--- config.mk ---
export PLATFORM = sky130hd
export DESIGN_NAME = aud_player
export DESIGN_NICKNAME = d
export VERILOG_FILES = /design/src/aud_cfg_pkg.sv /design/src/aud_player.sv
export SDC_FILE = /design/constraint.sdc
export NUM_CORES = 1
export LEC_CHECK = 0
export BUFFER_PORTS_ARGS = -buffer_cell sky130_fd_sc_hd__clkbuf_2
export CORE_MARGIN = 2
export CORE_UTILIZATION = 47
export DETAILED_ROUTE_END_ITERATION = 6
export PLACE_DENSITY = 0.69
export SETUP_SLACK_MARGIN = 0.05
export SLEW_MARGIN = 40
export SYNTH_ARGS = -nofsm -noshare
export SYNTH_HDL_FRONTEND = slang
export SYNTH_SLANG_ARGS = --single-unit
--- constraint.sdc ---
create_clock -name i_clk -period 1.7 [get_ports i_clk]
set_input_delay 0.425 -clock i_clk [delete_from_list [all_inputs] [get_ports i_clk]]
set_output_delay 0.425 -clock i_clk [all_outputs]
set_load 0.02 [all_outputs]
--- src/aud_cfg_pkg.sv ---
package aud_cfg_pkg;

	// bits per audio sample, also the sram word width
	localparam int SAMPLE_W = 16;

	// sram address width, one word per location
	localparam int ADDR_W = 20;

	// speed factor switch width
	localparam int SPEED_W = 4;

	// legal speed range, 0 reads as 1 and anything above 8 is clamped
	localparam logic [SPEED_W-1:0] SPEED_MIN = 4'd1;
	localparam logic [SPEED_W-1:0] SPEED_MAX = 4'd8;

	// bit counter of the i2s shifters
	localparam int BIT_CNT_W = 5;
	// index of the last data bit in a word
	localparam logic [BIT_CNT_W-1:0] BIT_LAST = 5'd15;
	// counter value once a whole word has been moved
	localparam logic [BIT_CNT_W-1:0] BIT_DONE = 5'd16;

	// interpolation product, signed difference times frame index
	localparam int PROD_W = SAMPLE_W + SPEED_W + 2;

endpackage
--- src/aud_player.sv ---
`timescale 1ns/1ps

module aud_player (
	input  logic                             i_clk,
	input  logic                             i_rst_n,
	input  logic                             i_en,
	input  logic                             i_frame_strobe,
	input  logic                             i_bclk_fall,
	input  logic [aud_cfg_pkg::SAMPLE_W-1:0] i_sample,
	output logic                             o_dacdat
);

	// bits sent since the frame strobe
	logic [aud_cfg_pkg::BIT_CNT_W-1:0] bit_cnt;
	logic [aud_cfg_pkg::SAMPLE_W-1:0]  shift_q;
	logic                              send_bit;

	assign send_bit = i_bclk_fall && (bit_cnt < aud_cfg_pkg::BIT_DONE);

	always_ff @(posedge i_clk or negedge i_rst_n) begin
		if (!i_rst_n) begin
			bit_cnt  <= aud_cfg_pkg::BIT_DONE;
			o_dacdat <= 1'b0;
		end else if (i_frame_strobe) begin
			// lrck edge slot carries no data
			bit_cnt  <= '0;
			o_dacdat <= 1'b0;
		end else if (send_bit) begin
			bit_cnt  <= bit_cnt + 1'b1;
			o_dacdat <= shift_q[aud_cfg_pkg::SAMPLE_W-1];
		end else if (i_bclk_fall) begin
			// rest of the frame is silence
			o_dacdat <= 1'b0;
		end
	end

	// zero word whenever playback is off or paused
	always_ff @(posedge i_clk) begin
		if (i_frame_strobe) begin
			shift_q <= i_en ? i_sample : '0;
		end else if (send_bit) begin
			shift_q <= {shift_q[aud_cfg_pkg::SAMPLE_W-2:0], 1'b0};
		end
	end

endmodule

==> results.md <==
* CP delay by family, top: flip-flops
* YS warnings at 0
* IO Count at 22
* Skew-Pair Late Insertion Delay at 0.30 ns
* Worst Max-Slew Pin Slew at 0.506 ns
* CP Capture Type: flop
* H-tree levels at 1
* Detail Placement HPWL at 1260 um
* Slowest stage cell on the critical path: dfstp_2
* Die W at 50.0 um
* Relative slew slack at 0.663
* Pwr Total at 1150 uW
* CTS tree: built
* Status: complete, no violations
* Initial antenna violation count at 0
* Starting density of the core at 0.503
* PwrDens at 961 nW/um^2
* First-pass GRT wire length at 3110 um
* Placed insts at 138
* Resized Gates After CTS at 0
* Sink of the worst hold path: bit_cnt[0]
* N_diodes at 0
* Crit path time final at 1.37 ns
* CTS Buffer Depth at 2
* Hold Crit Depth at 2
* R2R Setup Slk at 0.33 ns
* Antenna-violating nets left at 0
* Gr usage total at 0.168
* Grt ovf at 0
* CP Launch Type: flop
* CP Data Required Time at 1.72 ns
* Share of the yosys chip area belonging to registers at 0.634
* Fin Setup TNS at 0 ns
* Drt initial violations at 15
* Row count at 16
* Share of layout cells above drive strength 1 at 0.284
* Setup-failing EPs final at 0
* FF+latch count, synth at 22
* Critical R2R Launch: bit_cnt[4]
* RSZ-0062 raised after global routing: no
* Hold crit path type: in2reg
* Largest net degree at the start of global routing at 17
* DR DRC count at 0
* Die area at 2500 um^2
* Root Driver: clkbuf_4
* Crit Path Max Fanout at 16
* Critical path arrival at 1.39 ns
* Area grow syn2layout at 20.1%
* Max incr delay on CP at 0.59 ns
* Final Max Tran Viols at 0
* Worst Hold Launch: i_frame_strobe
* CTS buffer count at 3
* Yosys cell types at 27
* Vias in the first global route at 669
* Syn avg cell area at 10.9 um^2
* Vias at 687
* MaxCap Viol Count at 0
* Die Height at 50.0 um
* Post-CTS Setup Inserts at 0
* FF-to-FF path depth at 2
* LEAKAGE at 0.000554 uW
* Mapped Cells at 91
* Final hold viol count at 0
* Buf/Inv on CP at 0
* Nets at 139
* Post-Syn Area at 996 um^2
* First-pass detailed-route iteration total at 4
* Clk_skew at 0.00111 ns
* Routed WL at 1760 um
* Fmax at 0.730 GHz
* Global placement routability congestion at 0.724
* Core box area at 1980 um^2
* Clk slew on worst S/H paths at 0.12 ns
* Wire per inst at 12.3 um
* Crit Path Class: reg2reg
* Cell Chain, Critical Path: nor2b_4, or2_2
* RR Endpoint: shift_q[0]
* Vias/cell at 4.80
* Final worst path period share at 0.805
* Syn_nets at 113
* PortBufs at 21
* CTS sink cnt at 22
* Maximum vdd drop at 0.490 mV
* Final std cells w/o fill at 143
-- power breakdown --
part	internal [uW]	leakage, uW	switching [uW]	total [uW]
Combinational	49.4	0.000276	61.2	111
Sequential	630	0.000251	17.5	647
Clock	238	0.0000279	153	391
-- kinds of logic after synthesis --
logic type | after synthesis | synth area share
AOI/OAI and AO/OA | 17 | 0.0892
buffers and inverters | 18 | 0.0729
adders and majority gates | 1 | 0.0126
and+or+nand+nor | 29 | 0.148
xor gates and xnor gates | 2 | 0.0176
muxes | 2 | 0.0251
DFF | 22 | 0.634
-- synthesized netlist by cell type, drive strengths merged --
master,number,area [um^2]
edfxtp,16,480
inv,15,56.3
o21ai,15,75.1
nand2,14,52.6
nor2,6,22.5
dfrtp,5,125
buf,2,12.5
nor2b,2,20.0
a21oi,1,5.00
a41oi,1,8.76
and2,1,6.26
and2b,1,8.76
and3,1,6.26
clkbuf,1,3.75
dfstp,1,26.3
ha,1,12.5
mux2,1,15.0
mux2i,1,10.0
nand3,1,5.00
nand3b,1,7.51
nand4,1,12.5
or2,1,6.26
xnor2,1,8.76
xor2,1,8.76
-- per-layer routing --
layer,global-route usage,vias up,routed length [um]
li1,-,348,-
met1,0.246,321,815
met2,0.246,16,838
met3,0.0394,2,87
met4,0.0556,0,14
met5,0,-,0
-- worst max-delay path by stage --
stage                startpoint          end  slack, ns  cells past startpoint
finish               bit_cnt[4]   shift_q[0]       0.33                      2
global route         bit_cnt[4]   shift_q[0]       0.29                      2
CTS                  bit_cnt[4]  shift_q[15]       0.33                      2
detailed placement  i_bclk_fall   shift_q[1]       0.21                      3
global placement    i_bclk_fall   shift_q[2]       0.24                      3
floorplan            bit_cnt[4]   shift_q[0]       0.42                      2
-- repair_timing --
action                                 in CTS  in global routing
endpoints found under the hold margin       5                  0
hold buffers                                1                  0
setup endpoints to repair                   0                  0
-- cell usage in the layout, fill, tap and decap left out, types with 2 or more instances in the layout --
cell       n
buf_4      2
clkbuf_2  21
clkbuf_4   3
dfrtp_1    5
edfxtp_1  16
inv_1     15
nand2_1   14
nor2_1     6
o21ai_0    9
o21ai_1    6
-- flip-flops by register name, summed over array words and instances, names as in the netlist --
| name | flops |
|---|---|
| o_dacdat | 1 |
| shift_q | 16 |
| bit_cnt | 5 |
-- per-stage QoR --
stage	setup WS [ns]	hold slack [ns]	utilization	area, um^2
after CTS	0.325	0.327	0.604	1200
after floorplan	0.419	0.129	-	996
after global placement	0.240	0.257	0.572	1130
after global routing	0.290	0.337	0.604	1200
after detailed placement	0.213	0.264	0.572	1130
final	0.331	0.328	0.604	1200
-- area by class of cell --
class	instances	area, um^2
clock buffers	3	22.5
clock inverters	1	30.0
fillers	177	786
inverters	15	56.3
multi-input cells	51	292
flip-flops and latches	22	632
well taps	27	33.8
repair buffers	24	130
No activity file was read; power rests on OpenSTA's default activity.
