## src/aud_types_pkg.sv

```systemverilog
package aud_types_pkg;

	// controller states
	typedef enum logic [2:0] {
		st_idle,
		st_rec,
		st_rec_pause,
		st_play,
		st_play_pause
	} ctrl_state_e;

	// playback address stepping modes
	typedef enum logic [1:0] {
		// one word per frame
		mode_normal,
		// skip ahead by the speed factor
		mode_fast,
		// repeat each word speed times
		mode_slow_hold,
		// linear ramp between neighbours
		mode_slow_interp
	} play_mode_e;

endpackage

```

## src/aud_cfg_pkg.sv

```systemverilog
package aud_cfg_pkg;

	// bits per audio sample, also the sram word width
	localparam int SAMPLE_W = 16;

	// sram address width, one word per location
	localparam int ADDR_W = 20;

	// speed factor switch width
	localparam int SPEED_W = 4;

	// legal speed range, 0 reads as 1 and anything above 8 is clamped
	localparam logic [SPEED_W-1:0] SPEED_MIN = 4'd1;
	localparam logic [SPEED_W-1:0] SPEED_MAX = 4'd8;

	// bit counter of the i2s shifters
	localparam int BIT_CNT_W = 5;
	// index of the last data bit in a word
	localparam logic [BIT_CNT_W-1:0] BIT_LAST = 5'd15;
	// counter value once a whole word has been moved
	localparam logic [BIT_CNT_W-1:0] BIT_DONE = 5'd16;

	// interpolation product, signed difference times frame index
	localparam int PROD_W = SAMPLE_W + SPEED_W + 2;

endpackage
```

## src/aud_ctrl.sv

```systemverilog
`timescale 1ns/1ps

module aud_ctrl (
	input  logic                             i_clk,
	input  logic                             i_rst_n,
	input  logic                             i_start,
	input  logic                             i_pause,
	input  logic                             i_stop,
	input  logic                             i_play_sel,
	input  logic                             i_rec_we,
	input  logic [aud_cfg_pkg::ADDR_W-1:0]   i_rec_addr,
	input  logic                             i_play_last,
	output aud_types_pkg::ctrl_state_e       o_state,
	output logic                             o_rec_en,
	output logic                             o_play_en,
	output logic [aud_cfg_pkg::ADDR_W-1:0]   o_end_addr
);

	aud_types_pkg::ctrl_state_e state_q;
	aud_types_pkg::ctrl_state_e state_d;
	// one past the word being written
	logic [aud_cfg_pkg::ADDR_W-1:0] rec_next;

	assign rec_next = i_rec_addr + 1'b1;

	// next state, pause checked before stop everywhere
	always_comb begin
		state_d = state_q;
		case (state_q)
			aud_types_pkg::st_idle: begin
				if (i_start) begin
					state_d = i_play_sel ? aud_types_pkg::st_play : aud_types_pkg::st_rec;
				end
			end
			aud_types_pkg::st_rec: begin
				if (i_pause) begin
					state_d = aud_types_pkg::st_rec_pause;
				end else if (i_stop) begin
					state_d = aud_types_pkg::st_idle;
				end
			end
			aud_types_pkg::st_rec_pause: begin
				if (i_start) begin
					state_d = aud_types_pkg::st_rec;
				end else if (i_stop) begin
					state_d = aud_types_pkg::st_idle;
				end
			end
			aud_types_pkg::st_play: begin
				if (i_pause) begin
					state_d = aud_types_pkg::st_play_pause;
				end else if (i_stop || i_play_last) begin
					// stepper ran into the end address
					state_d = aud_types_pkg::st_idle;
				end
			end
			aud_types_pkg::st_play_pause: begin
				if (i_start) begin
					state_d = aud_types_pkg::st_play;
				end else if (i_stop) begin
					state_d = aud_types_pkg::st_idle;
				end
			end
			default: state_d = aud_types_pkg::st_idle;
		endcase
	end

	always_ff @(posedge i_clk or negedge i_rst_n) begin
		if (!i_rst_n) begin
			state_q    <= aud_types_pkg::st_idle;
			o_end_addr <= '0;
		end else begin
			state_q <= state_d;
			// end address only grows, a stop keeps it
			if (i_rec_we && (rec_next > o_end_addr)) begin
				o_end_addr <= rec_next;
			end
		end
	end

	assign o_state = state_q;
	// recorder keeps its address through a pause, so both rec states count
	assign o_rec_en = (state_q == aud_types_pkg::st_rec) ||
	                  (state_q == aud_types_pkg::st_rec_pause);
	assign o_play_en = (state_q == aud_types_pkg::st_play);

endmodule

```

## config.mk

```make
export PLATFORM = sky130hd
export DESIGN_NAME = aud_ctrl
export DESIGN_NICKNAME = d
export VERILOG_FILES = /design/src/aud_types_pkg.sv /design/src/aud_cfg_pkg.sv /design/src/aud_ctrl.sv
export SDC_FILE = /design/constraint.sdc
export NUM_CORES = 1
export LEC_CHECK = 0
export BUFFER_PORTS_ARGS = -buffer_cell sky130_fd_sc_hd__buf_2
export CAP_MARGIN = 20
export CORE_MARGIN = 1
export CORE_UTILIZATION = 57
export CTS_CLUSTER_DIAMETER = 80
export DETAILED_ROUTE_END_ITERATION = 16
export PLACE_DENSITY_LB_ADDON = 0.1
export SLEW_MARGIN = 20
export SYNTH_ARGS = -nofsm -noshare
export SYNTH_HDL_FRONTEND = slang
export SYNTH_SLANG_ARGS = --single-unit
```

## constraint.sdc

```tcl
create_clock -name i_clk -period 4 [get_ports i_clk]
set_input_delay 0.8 -clock i_clk [delete_from_list [all_inputs] [get_ports i_clk]]
set_output_delay 0.8 -clock i_clk [all_outputs]
set_load 0.03 [all_outputs]
```

==> out/metrics.yaml <==
post_synth.cell_area_avg_um2: 10.3
cp_max_fo: 12
critPathLaunchType: "primary input"
rrSetupSlack_ps: 1630
ant_nets: 0
drv_cap: 0
viasPerCell: 5.45
drc: 0
portBuffers: 52
rsz0062_at_grt: "false"
grt_pass1_vias: 1479
async_flop_share: 1.00
globalRouteTotalUtil: 0.235
fmax_mhz: 279
path_class: "primary input to flop"
dieArea_um2: 3560
ys_seq_area_frac: 0.303
required_ps: 4210
synthAdderAreaFrac: 0.138
cp_common_cell: "nand2_1"
areaGrowthSynthToFinish_pct: 18.5
antennaDiodeCount: 0
cts_sinks: 23
synth.cell_area_um2: 1900
hold_viol: 0
routed_wl_mm: 3.81
setup_viol: 0
hpwl_mm: 3.17
synth_top_flop_cell: "dfrtp_1"
htreeDepth: 1
power_density_nw_per_um2: 708
die_x_um: 59.7
io-pin-count: 53
skew_ps: 9.87
synthSimpleGateAreaFrac: 0.173
finalCritPeriodShare: 0.897
setup_slack_ps: 414
start_util: 0.612
fp.coreArea_um2: 3100
endpoint_kind: "flop"
wl_per_cell_um: 13.4
grt_pass1_wl_mm: 6.28
drt_pass1_iterations: 4
whs_ps: 436
tightest_slew_ps: 529
grt_max_degree: 24
syn-num-nets: 233
slowest_delay_ps: 350
antenna_found_initial: 0
p_leak_nw: 1.15
synth_top_family_by_area: "simple AND/OR/NAND/NOR gates"
muxShareOfSynthArea: 0.156
ctsResizeCount: 0
final_common_cell: "buf_2"
totalPowerFinal_mw: 1.59
postCtsHoldBufs: 0
crit_chain: "buf_2 > and4_1 > nand2_1 > nor3b_2 > nand3_1 > xnor2_1 > ha_1 > nand4_4 > nor3_1 > nand2_1 > and3_4 > a221oi_4 > buf_4 > mux2_4"
synth_xor_area_frac: 0.0877
status: "finished, final reports clean"
maxSlewHeadroom: 0.648
vias: 1547
worst_path_max_delay_cell: "nor3b_2"
synth-compound-area-share: 0.0824
cts_setup_buffers: 0
gp_congestion: 0.845
layout_common_cells: "52 x buf_2, 23 x inv_1, 23 x dfrtp_1, 21 x ha_1, 19 x mux2_4"
yosys_warnings: 0
nets: 290
drive_gt1_frac: 0.363
cp.arrival_ps: 3790
fin_tns_setup_ps: 0
path_clk_slew_ps: 130
cts-root-buf: "clkbuf_4"
die_h_um: 59.7
synth_cell_types: 36
cts_buffers: 3
synth_edf_count: 0
clockBufferDepth: 2
max-vdd-ir-drop_mv: 0.343
min_period_ps: 3590
pre_cts_ws_ps: 72.5
clk_latency_ps: 320
overflow: 0
first_iter_violations: 47
rows: 20
synthCells: 184
drv_slew: 0
min_path_type: "primary input to async pin"
ys_ff_latch: 23
cts_tree: "built"
==> worst paths after layout <==
kind	end	cells after the start	from
max	o_end_addr[1]	14	i_rec_addr[2]
min reg2reg	o_end_addr[16]	1	o_end_addr[16]
min in group i_clk	o_end_addr[16]	1	o_end_addr[16]
min	o_end_addr[9]	1	i_rst_n
max reg2reg	o_end_addr[1]	9	o_end_addr[13]
max in group asynchronous	o_state[0]	1	i_rst_n
==> state kept, by name (all words and copies together), names as in the netlist <==
register,cells
o_end_addr,20
o_state,3
==> cells in the mapped netlist, types with 2 or more instances <==
cell / n / share of area
a21oi_1: 11 / 0.029
buf_6: 2 / 0.012
dfrtp_1: 23 / 0.30
nand4_2: 3 / 0.020
and4_1: 3 / 0.014
nor2_1: 8 / 0.016
nand2_1: 11 / 0.022
and2_1: 2 / 0.0066
nand3_1: 8 / 0.021
and3_1: 3 / 0.0099
nand4_1: 4 / 0.013
ha_1: 21 / 0.14
o21ai_0: 4 / 0.011
inv_1: 23 / 0.045
nor2b_1: 2 / 0.0066
xnor2_1: 13 / 0.060
xor2_1: 6 / 0.028
mux2_4: 19 / 0.15
==> critical path: cells and delay by family <==
family / cells / cell delay, ps
buffers and inverters: 2 / 430
AOI/OAI and AO/OA: 1 / 230
adders and majority gates: 1 / 350
xor gates and xnor gates: 1 / 190
and+or+nand+nor: 8 / 1470
muxes: 1 / 320
==> cells by family after synthesis <==
kind of cell,Yosys count
AND/OR/NAND/NOR,51
buffers and inverters,26
AO/OA/AOI/OAI,24
flip-flops,23
adder cells (fa/ha/maj),21
multiplexers,20
XOR/XNOR,19
==> where the power goes <==
part           switching [mW]  internal, mW  leakage, nW
clock                  0.0720        0.0374       0.0177
combinational           0.589         0.445        0.860
sequential              0.103         0.346        0.273
==> layer usage <==
layer,GRT usage,vias up,wire length (um)
met1,0.283,747,1690
met5,0,-,0
li1,-,758,-
met4,0.106,0,87
met2,0.416,34,1930
met3,0.0281,8,97
==> cell type report <==
class                   count  area, um^2
well taps                  44        55.1
fillers                   267         855
repair buffers             55         283
multi-input cells         135        1220
clock buffers               3        22.5
clock inverters             1        5.00
inverters                  23        86.3
flip-flops and latches     23         576
==> through the flow <==
step	area [um^2]	std cells	util
detailed placement	2220	280	0.716
global route	2250	284	0.725
floorplan	1900	184	-
finish	2250	284	0.725
global placement	2220	280	0.716
CTS	2250	284	0.725
Note: power is estimated with default switching activity, not from simulation.
