==> config.mk <==
export PLATFORM = sky130hd
export DESIGN_NAME = aud_recorder
export DESIGN_NICKNAME = d
export VERILOG_FILES = /design/src/aud_cfg_pkg.sv /design/src/aud_recorder.sv
export SDC_FILE = /design/constraint.sdc
export NUM_CORES = 1
export LEC_CHECK = 0
export BUFFER_PORTS_ARGS = -buffer_cell sky130_fd_sc_hd__clkbuf_2
export CAP_MARGIN = 40
export CORE_ASPECT_RATIO = 1.5
export CORE_UTILIZATION = 51
export DETAILED_ROUTE_END_ITERATION = 12
export GPL_TIMING_DRIVEN = 0
export PLACE_DENSITY = 0.76
export SYNTH_ARGS = -nofsm -noshare
export SYNTH_HDL_FRONTEND = slang
export SYNTH_SLANG_ARGS = --single-unit
export TNS_END_PERCENT = 5
==> constraint.sdc <==
create_clock -name i_clk -period 4 [get_ports i_clk]
set_input_delay 0.2 -clock i_clk [delete_from_list [all_inputs] [get_ports i_clk]]
set_output_delay 0.2 -clock i_clk [all_outputs]
set_load 0.05 [all_outputs]
==> src/aud_cfg_pkg.sv <==
package aud_cfg_pkg;

	// bits per audio sample, also the sram word width
	localparam int SAMPLE_W = 16;

	// sram address width, one word per location
	localparam int ADDR_W = 20;

	// speed factor switch width
	localparam int SPEED_W = 4;

	// legal speed range, 0 reads as 1 and anything above 8 is clamped
	localparam logic [SPEED_W-1:0] SPEED_MIN = 4'd1;
	localparam logic [SPEED_W-1:0] SPEED_MAX = 4'd8;

	// bit counter of the i2s shifters
	localparam int BIT_CNT_W = 5;
	// index of the last data bit in a word
	localparam logic [BIT_CNT_W-1:0] BIT_LAST = 5'd15;
	// counter value once a whole word has been moved
	localparam logic [BIT_CNT_W-1:0] BIT_DONE = 5'd16;

	// interpolation product, signed difference times frame index
	localparam int PROD_W = SAMPLE_W + SPEED_W + 2;

endpackage
==> src/aud_recorder.sv <==
`timescale 1ns/1ps

module aud_recorder (
	input  logic                             i_clk,
	input  logic                             i_rst_n,
	input  logic                             i_en,
	input  logic                             i_frame_strobe,
	input  logic                             i_bclk_rise,
	input  logic                             i_adcdat,
	output logic                             o_we,
	output logic [aud_cfg_pkg::ADDR_W-1:0]   o_addr,
	output logic [aud_cfg_pkg::SAMPLE_W-1:0] o_data
);

	// bits captured since the frame strobe
	logic [aud_cfg_pkg::BIT_CNT_W-1:0] bit_cnt;
	logic [aud_cfg_pkg::SAMPLE_W-1:0]  shift_q;
	// a data bit is taken on this cycle
	logic                              take_bit;

	assign take_bit = i_bclk_rise && (bit_cnt < aud_cfg_pkg::BIT_DONE);

	always_ff @(posedge i_clk or negedge i_rst_n) begin
		if (!i_rst_n) begin
			// parked until the first frame
			bit_cnt <= aud_cfg_pkg::BIT_DONE;
			o_we    <= 1'b0;
			o_addr  <= '0;
		end else begin
			o_we <= 1'b0;
			if (i_frame_strobe) begin
				// left word starts here
				bit_cnt <= '0;
			end else if (take_bit) begin
				bit_cnt <= bit_cnt + 1'b1;
				// write lands the cycle after the 16th bit
				if (bit_cnt == aud_cfg_pkg::BIT_LAST) begin
					o_we <= i_en;
				end
			end
			// back in idle, next take starts at word 0
			if (!i_en) begin
				o_addr <= '0;
			end else if (o_we) begin
				o_addr <= o_addr + 1'b1;
			end
		end
	end

	// msb first, right channel bits are never shifted in
	always_ff @(posedge i_clk) begin
		if (take_bit) begin
			shift_q <= {shift_q[aud_cfg_pkg::SAMPLE_W-2:0], i_adcdat};
		end
	end

	assign o_data = shift_q;

endmodule

==> results.txt <==
- Outcome: completed
* Sequential share of the synthesized area: approximately 63%
- Number of instances in the synthesized netlist: between 100 and 150
- Clock-pin slew was measured on the worst setup and hold paths at ~0.08 ns.
- Layer carrying the most global-route usage: met2
- Worst-Margin Slew: ~0.66 ns
* Iteration-0 DRC count of the detailed router: 37
- The clock tree synthesis step divided the H-tree into 2 levels.
- Dividing total power by cell area gives a power density of ~400 mW/mm^2.
- The congestion estimate from routability-driven global placement came to between 0.8 and 0.9.
- Overflow after GRT: 0
- In this run the vertical extent of the chip is approximately 74 um.
- Final max-slew violation count: 0
- Leakage: a little under 1 nW
- TritonCTS built the clock tree.
- Boundary Pins: 43
* Critical path's slowest cell: or4_1
* Synth Net Count: about 150
* Unrepaired setup endpoints after global routing: false
- Number of endpoints with negative hold slack in the final report: 0
* Synth Cell Area: ~0.0018 mm^2
- Die footprint: between 0.003 and 0.004 mm^2
- For the finished layout, the period the worst path requires is 1.76 ns.
- The synthesized design contains 16 enable-type register cells.
- Final hold analysis gives a worst-case slack of approximately 0.086 ns.
* Clk_skew: about 0.009 ns
- Antenna fix cells: 0
* Post-Synthesis Mean Instance Area: roughly 12 um^2
- Maximum clock insertion buffer count: 2
* Post-synth top flop: dfrtp_1
- Overall power: about 0.85 mW
- Final worst-path cycle share: between 40% and 50%
* Total routed wirelength: between 3000 and 4000 um
- Overall fraction of global-route tracks in use: 21.1%
- Most frequently used cell type in the post-synthesis netlist: dfrtp_1
- Endpoints failing setup: 0
- The commonest cells after synthesis are dfrtp_1 (25), edfxtp_1 (16), nor2_1 (15).
- Summed over all nets, the half-perimeter wirelength after detailed placement is roughly 2700 um.
- Number of global-route vias before repair: between 1000 and 1500
* Largest area contributor in the netlist: dfrtp_1
* Antenna violations before repair: 0
* FMAX: ~570 MHz
* DRC violation count after routing: 0
* Number of buffers added to fix hold violations after cts: 1
- For this run, the detailed router's first-pass iteration total came to 4.
- Met2 GRT Util: a little under two fifths
* Via Count: about 1300
- Biggest area contributors in the synthesized netlist: dfrtp_1 (35%), edfxtp_1 (27%), xor2_1 (5.4%), nor2_1 (3.2%), a21oi_1 (2.5%)
- Buffers placed on the I/O ports in this run total 42.
* Net count, final: between 200 and 250
* Effective utilization at floorplan: roughly 53%
* Number of nets with antenna violations after routing: 0
- Met1 Track Usage GR: roughly 23%
* Pin count of the biggest net entering global routing: 27
- The clock reaches the later pin of the worst-skew pair after ~0.29 ns.
- Setup Total Neg Slack: 0 ns
- Fill cell instance count of the final layout: between 200 and 300
* Number of synthesized register bits: 42
- In this run the worst hold path is classified as in2reg.
- The top cell type by area accounts for a little over a third of the synthesized area.
* Total number of yosys warnings: 0
* Worst rel slew slack: 55.9%
- The setup check on the worst reg-to-reg path leaves a slack of about 2.2 ns.
- Compared with the post-synthesis result, the final layout area differs by 21.8%.
* Post-CTS resize count: 0
- Global-route wire length before repair: about 5700 um
- Count of buffers added by post-CTS timing repair for setup: 0
- Proportion of layout cells with a drive suffix above 1: about 28%
- Die Width: approximately 50 um
* Data required time of the critical path: 4.21 ns
- Number of clock buffers inserted by TritonCTS: 5
* Largest stage delay on the critical path: roughly 0.5 ns
- CP Data Arrival Time: between 1.5 and 2 ns
* Critical Setup Path Class: reg2reg
- STA classifies the critical path startpoint as a flip-flop.
- Using the TritonRoute via totals, the vias-per-cell ratio works out to roughly 5.5.
- The worst setup path is captured at a flip-flop.
* Largest fanout on the critical path: 10
- The number of different library cells used by synthesis comes to 31.
- Max-cap viol count: 0
* Asr flop ratio synth: roughly three fifths
* Clock sink count: 42
* Routed length per instance: between 15 and 20 um
- VDD sags by at most between 300 and 400 uV.
* GR Layer Usage met3: between 4 and 5%
- The core region is ~0.0034 mm^2.
- The initialized floorplan defines 26 standard-cell rows.
- Crit-path cells: nand2b_1 > nand2_1 > buf_2 > or4_1 > a21oi_1
* Root buf cell: clkbuf_8
critical path, delay by kind of cell (launching register included):
| kind | cells | cell delay [ns] |
|---|---|---|
| flip-flops | 1 | 0.48 |
| AND/OR/NAND/NOR | 3 | 0.84 |
| buffers and inverters | 1 | 0.20 |
| AO/OA/AOI/OAI | 1 | 0.17 |
power breakdown:
group	total, mW	internal, mW	switching (mW)
registers	0.468	0.461	0.00680
clock network	0.316	0.184	0.131
logic	0.0663	0.0134	0.0530
area by class of cell:
type	count	area, um^2	area share, %
Multi-Input combinational cell	93	608	27.9
Timing Repair Buffer	44	231	10.6
Buffer	5	35.0	1.61
Clock buffer	6	72.6	3.33
Sequential cell	42	1130	52.0
Inverter	3	11.3	0.517
Tap cell	42	52.6	2.41
Clock inverter	2	33.8	1.55
final timing paths:
check | start | endpoint | depth (start not counted)
hold reg to reg | o_data[10]$_DFFE_PN_ | o_data[11]$_DFFE_PN_ | 0
min in group asynchronous | i_rst_n | o_addr[7]$_DFFE_PN0P_ | 2
setup reg to reg | o_we$_DFF_PN0_ | o_addr[17]$_DFFE_PN0P_ | 5
setup / recovery | o_we$_DFF_PN0_ | o_addr[17]$_DFFE_PN0P_ | 5
max in group asynchronous | i_rst_n | bit_cnt[2]$_DFFE_PN0P_ | 2
hold / removal | i_adcdat | o_data[0]$_DFFE_PN_ | 1
per-stage QoR:
| stage | cell area (um^2) | utilization [%] | setup WS [ns] | instances |
|---|---|---|---|---|
| final | 2180 | 64.3 | 2.24 | 237 |
| after global routing | 2180 | 64.3 | 2.11 | 237 |
| after CTS | 2180 | 64.3 | 2.24 | 237 |
| after detailed placement | 2060 | 60.9 | 2.25 | 228 |
| after global placement | 2050 | 60.6 | 2.29 | 227 |
| after floorplan | 1790 | - | 2.06 | 143 |
state kept, by name, indices dropped and copies added, names as in the netlist:
register  cells
bit_cnt       5
o_data       16
o_we          1
o_addr       20
layer usage:
layer	share of wire, %	wire [um]
met1	39	1390
met2	55	1970
met3	3.7	132
met4	2.0	70
met5	0	0
kinds of logic (layout without fill, tap and decap cells):
logic type | Yosys count | in the layout | synth area share, %
buf+inv | 8 | 60 | 2.59
flops | 42 | 42 | 63.4
fa+ha+maj | 3 | 3 | 2.10
xor+xnor | 13 | 13 | 6.37
compound gates | 19 | 19 | 6.44
simple gates | 56 | 56 | 18.0
mux | 2 | 2 | 1.12
placed cells by master, fill, tap and decap left out, types with 4 or more instances in the layout:
master and count:
edfxtp_1 16, nand4_1 7, nor2_1 15, a21oi_1 9, o31ai_1 6, clkbuf_2 42
xor2_1 11, or4_1 6, nand3_1 4, nand2_1 8, clkbuf_8 5, dfrtp_1 25
(Power assumes the default switching activity.)
