### config.mk
export PLATFORM = sky130hd
export DESIGN_NAME = aud_dsp
export DESIGN_NICKNAME = d
export VERILOG_FILES = /design/src/aud_types_pkg.sv /design/src/aud_cfg_pkg.sv /design/src/aud_dsp.sv
export SDC_FILE = /design/constraint.sdc
export NUM_CORES = 1
export LEC_CHECK = 0
export BUFFER_PORTS_ARGS = -buffer_cell sky130_fd_sc_hd__buf_2
export CAP_MARGIN = 20
export CORE_ASPECT_RATIO = 0.5
export CORE_UTILIZATION = 38
export DETAILED_ROUTE_END_ITERATION = 10
export HOLD_SLACK_MARGIN = 0.12
export PLACE_DENSITY = 0.57
export RECOVER_POWER = 100
export SLEW_MARGIN = 10
export SYNTH_ARGS = -nofsm -noshare
export SYNTH_HDL_FRONTEND = slang
export SYNTH_SLANG_ARGS = --single-unit
### constraint.sdc
create_clock -name i_clk -period 85.9 [get_ports i_clk]
set_clock_uncertainty 0.15 [all_clocks]
set_input_delay 8.59 -clock i_clk [delete_from_list [all_inputs] [get_ports i_clk]]
set_output_delay 8.59 -clock i_clk [all_outputs]
set_load 0.02 [all_outputs]
### src/aud_types_pkg.sv
package aud_types_pkg;

	// controller states
	typedef enum logic [2:0] {
		st_idle,
		st_rec,
		st_rec_pause,
		st_play,
		st_play_pause
	} ctrl_state_e;

	// playback address stepping modes
	typedef enum logic [1:0] {
		// one word per frame
		mode_normal,
		// skip ahead by the speed factor
		mode_fast,
		// repeat each word speed times
		mode_slow_hold,
		// linear ramp between neighbours
		mode_slow_interp
	} play_mode_e;

endpackage

### src/aud_cfg_pkg.sv
package aud_cfg_pkg;

	// bits per audio sample, also the sram word width
	localparam int SAMPLE_W = 16;

	// sram address width, one word per location
	localparam int ADDR_W = 20;

	// speed factor switch width
	localparam int SPEED_W = 4;

	// legal speed range, 0 reads as 1 and anything above 8 is clamped
	localparam logic [SPEED_W-1:0] SPEED_MIN = 4'd1;
	localparam logic [SPEED_W-1:0] SPEED_MAX = 4'd8;

	// bit counter of the i2s shifters
	localparam int BIT_CNT_W = 5;
	// index of the last data bit in a word
	localparam logic [BIT_CNT_W-1:0] BIT_LAST = 5'd15;
	// counter value once a whole word has been moved
	localparam logic [BIT_CNT_W-1:0] BIT_DONE = 5'd16;

	// interpolation product, signed difference times frame index
	localparam int PROD_W = SAMPLE_W + SPEED_W + 2;

endpackage
### src/aud_dsp.sv
`timescale 1ns/1ps

module aud_dsp (
	input  logic                             i_clk,
	input  logic                             i_rst_n,
	input  logic                             i_en,
	input  logic                             i_restart,
	input  logic                             i_frame_strobe,
	input  logic [aud_cfg_pkg::SPEED_W-1:0]  i_speed,
	input  logic                             i_fast,
	input  logic                             i_slow,
	input  logic                             i_interp,
	input  logic [aud_cfg_pkg::ADDR_W-1:0]   i_end_addr,
	input  logic [aud_cfg_pkg::SAMPLE_W-1:0] i_sram_data,
	output logic [aud_cfg_pkg::ADDR_W-1:0]   o_addr,
	output logic [aud_cfg_pkg::SAMPLE_W-1:0] o_sample,
	output logic                             o_last
);

	aud_types_pkg::play_mode_e mode;
	logic [aud_cfg_pkg::SPEED_W-1:0]      spd;
	// frame index inside a slow step
	logic [aud_cfg_pkg::SPEED_W-1:0]      k_cnt;
	logic                                 k_wrap;
	logic [aud_cfg_pkg::SPEED_W-1:0]      step;
	// one extra bit so the end compare cannot wrap
	logic [aud_cfg_pkg::ADDR_W:0]         next_addr;
	logic [aud_cfg_pkg::SAMPLE_W-1:0]     prev_sample;
	logic signed [aud_cfg_pkg::SAMPLE_W:0] diff;
	logic signed [aud_cfg_pkg::PROD_W-1:0] prod;
	logic signed [aud_cfg_pkg::PROD_W-1:0] quot;
	logic [aud_cfg_pkg::SAMPLE_W-1:0]     interp;
	logic                                 fire;

	// fast beats slow
	always_comb begin
		if (i_fast) begin
			mode = aud_types_pkg::mode_fast;
		end else if (i_slow) begin
			mode = i_interp ? aud_types_pkg::mode_slow_interp : aud_types_pkg::mode_slow_hold;
		end else begin
			mode = aud_types_pkg::mode_normal;
		end
	end

	// clamp speed into 1..8
	always_comb begin
		if (i_speed < aud_cfg_pkg::SPEED_MIN) begin
			spd = aud_cfg_pkg::SPEED_MIN;
		end else if (i_speed > aud_cfg_pkg::SPEED_MAX) begin
			spd = aud_cfg_pkg::SPEED_MAX;
		end else begin
			spd = i_speed;
		end
	end

	// >= so a speed change mid step still wraps
	assign k_wrap = (k_cnt >= spd - 1'b1);

	always_comb begin
		case (mode)
			aud_types_pkg::mode_fast:        step = spd;
			aud_types_pkg::mode_slow_hold,
			aud_types_pkg::mode_slow_interp: step = k_wrap ? 4'd1 : 4'd0;
			default:                         step = 4'd1;
		endcase
	end

	assign next_addr = {1'b0, o_addr} + step;
	assign fire = i_en && i_frame_strobe;

	// prev + (cur - prev) * k / speed, signed samples
	assign diff = $signed({i_sram_data[aud_cfg_pkg::SAMPLE_W-1], i_sram_data}) -
	              $signed({prev_sample[aud_cfg_pkg::SAMPLE_W-1], prev_sample});
	assign prod = diff * $signed({1'b0, k_cnt});

	// constant divisors only
	always_comb begin
		case (spd)
			4'd2:    quot = aud_cfg_pkg::PROD_W'(prod / 2);
			4'd3:    quot = aud_cfg_pkg::PROD_W'(prod / 3);
			4'd4:    quot = aud_cfg_pkg::PROD_W'(prod / 4);
			4'd5:    quot = aud_cfg_pkg::PROD_W'(prod / 5);
			4'd6:    quot = aud_cfg_pkg::PROD_W'(prod / 6);
			4'd7:    quot = aud_cfg_pkg::PROD_W'(prod / 7);
			4'd8:    quot = aud_cfg_pkg::PROD_W'(prod / 8);
			default: quot = prod;
		endcase
	end

	// result lies between prev and cur, low bits are enough
	assign interp = prev_sample + quot[aud_cfg_pkg::SAMPLE_W-1:0];

	always_ff @(posedge i_clk or negedge i_rst_n) begin
		if (!i_rst_n) begin
			o_addr      <= '0;
			k_cnt       <= '0;
			prev_sample <= '0;
			o_sample    <= '0;
			o_last      <= 1'b0;
		end else begin
			o_last <= 1'b0;
			if (i_restart) begin
				// fresh playback from word 0
				o_addr      <= '0;
				k_cnt       <= '0;
				prev_sample <= '0;
				o_sample    <= '0;
			end else if (fire) begin
				o_addr <= next_addr[aud_cfg_pkg::ADDR_W-1:0];
				o_last <= (next_addr >= {1'b0, i_end_addr});
				if (mode == aud_types_pkg::mode_slow_interp) begin
					o_sample <= interp;
				end else begin
					o_sample <= i_sram_data;
				end
				if (step != 4'd0) begin
					prev_sample <= i_sram_data;
				end
				// k only runs in the slow modes
				if (i_slow && !i_fast && !k_wrap) begin
					k_cnt <= k_cnt + 1'b1;
				end else begin
					k_cnt <= '0;
				end
			end
		end
	end

endmodule

==> summary.txt <==
Via density per instance -> 6.16
CP delay by family, top -> simple AND/OR/NAND/NOR gates
Crit-path slowest cell -> or4b_2
All-Layer GR Usage -> 0.255
F_max -> 12.5 MHz
Avg WL per Cell -> 19.5 um
Async SR Flop Fraction -> 1.00
Critical path's most frequent cell -> ha_1
#FFs+latches synth -> 57
Routed Antenna Nets -> 0
CTS Sinks -> 57
Synth warnings -> 0
Hold Path Sink -> prev_sample[8]
Worst slew pin tran -> 3.26 ns
H-tree Lvls -> 3
R2R Path Start -> prev_sample[1]
Final Hold Viols -> 0
Most frequent cells in the layout -> 415 x nor2_1, 358 x nand2_1, 212 x xnor2_1
Syn avg cell area -> 6.92 um2
First-pass DRT Iterations -> 9
Worst-skew pair later-pin latency -> 0.33 ns
Max incr delay on CP -> 0.76 ns
Layout cells sized above 1 -> 0.0851
Initial core utilization -> 0.389
WHS -> 0.389 ns
Hold depth -> 1
CTS tree -> yes
Gate Count Post-Synth -> 3913
Die Footprint -> 0.0724 mm2
Buf/Inv on CP -> 14
Peak fanout along the critical path -> 18
Min-Delay Startpoint -> prev_sample[8]
CP arrival -> 79.76 ns
DRC Markers -> 0
Initial DRC count -> 2534
Final Cycle Share -> 0.928
Post-CTS Hold Fix Bufs -> 0
Commonest non-fill, non-tap cell in the layout -> nor2_1
Worst EP required -> 85.96 ns
Cts bufs inserted -> 9
Global-route wire length before repair -> 151000 um
Rel. slew slack -> -1.17
Remaining Overflow, GRT -> 0
Clock-pin slew on the worst setup and hold paths -> 0.05 ns
Ys flop type -> dfrtp_1
# setup viols final -> 0
Max-cap violations -> 1
Worst Setup Path Type -> in -> reg
Final slew viol count -> 58
Register area share after synthesis -> 0.0527
Nets -> 4252
Row count -> 68
FF-to-FF setup slack -> 21.45 ns
Reg2reg end -> o_sample[15]
DPL Wire Length -> 79300 um
Initial antenna violation count -> 2
Routed WL -> 95600 um
Die X -> 379 um
Worst-case clock buffer depth -> 2
Min cycle time layout -> 79.70 ns
Number of synthesized flops with an enable pin -> 0
# IOs -> 85
Status -> complete, but fails checks
Critical Path Start Type -> primary input
Critical path endpoint category -> flip-flop
Vias in the first global route -> 27600
Mapped cell area -> 0.0271 mm2
GP Congestion -> 0.985
Port Buffers -> 84
Final-layout fill cell count -> 7391
Yosys cell types -> 137
DIE HEIGHT -> 191 um
Area Overhead vs Synth -> 7.65%
R2R depth -> 269
Worst hold path class -> reg -> reg
Failing checks -> capacitance limit, slew limit
Core box area -> 0.0697 mm2
Pin count of the biggest net entering global routing -> 58
Root buffer cell -> clkbuf_16
Via Count -> 30200
==> synthesized netlist by cell type (15+ instances only) <==
library cell	n	area share
nor2_1	419	0.058
nand2_1	359	0.050
xnor2_1	213	0.069
ha_1	209	0.097
a21oi_1	206	0.038
inv_1	193	0.027
o21ai_0	192	0.035
nand3_1	145	0.027
nor3_1	139	0.026
xor2_1	107	0.035
and2_1	104	0.024
a31oi_1	76	0.018
clkbuf_1	72	0.010
o21a_1	67	0.019
and3_1	64	0.015
a211oi_1	62	0.017
a21o_1	62	0.017
nand2b_1	61	0.014
or3_1	60	0.014
dfrtp_1	57	0.053
o211ai_1	57	0.016
nor4_1	51	0.012
nand4_1	49	0.011
nor2b_1	46	0.011
o21ai_1	41	0.0076
mux2i_1	39	0.014
fa_1	38	0.028
o31ai_1	31	0.0086
or4_1	31	0.0086
buf_2	30	0.0055
mux2_2	29	0.012
or2_2	27	0.0062
o21bai_1	24	0.0067
a21boi_0	22	0.0061
a211o_1	21	0.0068
and4_1	20	0.0065
o22ai_1	20	0.0046
a22o_1	19	0.0061
a41oi_1	19	0.0061
a2111oi_0	16	0.0052
a311oi_1	15	0.0049
==> state kept, by name, summed over array words and instances (netlist names) <==
name and count:
prev_sample 16, o_sample 16, k_cnt 4, o_last 1
o_addr 20
==> kinds of logic after synthesis <==
kind of cell             after synthesis  synth area share
AND/OR/NAND/NOR                     1703             0.328
AO/OA/AOI/OAI                       1194             0.316
XOR/XNOR                             320             0.104
buffers and inverters                317            0.0466
adder cells (fa/ha/maj)              248             0.125
multiplexers                          72            0.0284
flip-flops                            57            0.0527
other                                  2          0.000277
==> final cells by class <==
cell class	instances	area [um2]	area share
multi-input cells	3548	24700	0.846
flip-flops and latches	57	1430	0.0489
well taps	945	1180	0.0406
repair buffers	146	830	0.0285
inverters	195	732	0.0251
clock buffers	12	267	0.00914
clock inverters	2	37.5	0.00129
diodes	1	2.50	0.0000859
==> worst max-delay path by stage <==
stage / from / endpoint / cells past startpoint / slack, ns
finish: i_speed[2] / o_sample[15] / 298 / 6.20
global route: i_speed[2] / o_sample[15] / 302 / -0.12
CTS: i_speed[2] / o_sample[15] / 297 / 0.55
detailed placement: i_speed[2] / o_sample[15] / 297 / 0.24
global placement: i_speed[2] / o_sample[15] / 299 / 3.69
floorplan: i_speed[2] / o_sample[15] / 315 / 11.58
==> metal layers <==
layer | track usage | wire length [um] | vias to the layer above
met4 | 0.0541 | 1790 | 4
met3 | 0.0435 | 6910 | 115
li1 | - | - | 14800
met1 | 0.368 | 46500 | 14400
met5 | 0.00809 | 94 | -
met2 | 0.391 | 40200 | 989
==> through the flow <==
step	cell area [um2]	setup slack, ns	setup TNS (ns)	cells	utilization
floorplan	27100	11.58	0	3922	-
global placement	28500	3.69	0	4864	0.409
detailed placement	28500	0.243	0	4864	0.409
CTS	28800	0.552	0	4878	0.413
global route	29100	-0.123	-0.123	4905	0.418
finish	29100	6.20	0	4906	0.418
==> timing repair <==
item	CTS	global route
resized for setup	0	43
endpoints found under the setup margin	0	16
setup buffers	0	26
Power is left out: the tool's default activity adds up to more than one toggle a clock period on the data nets, which glitch-free logic cannot reach.
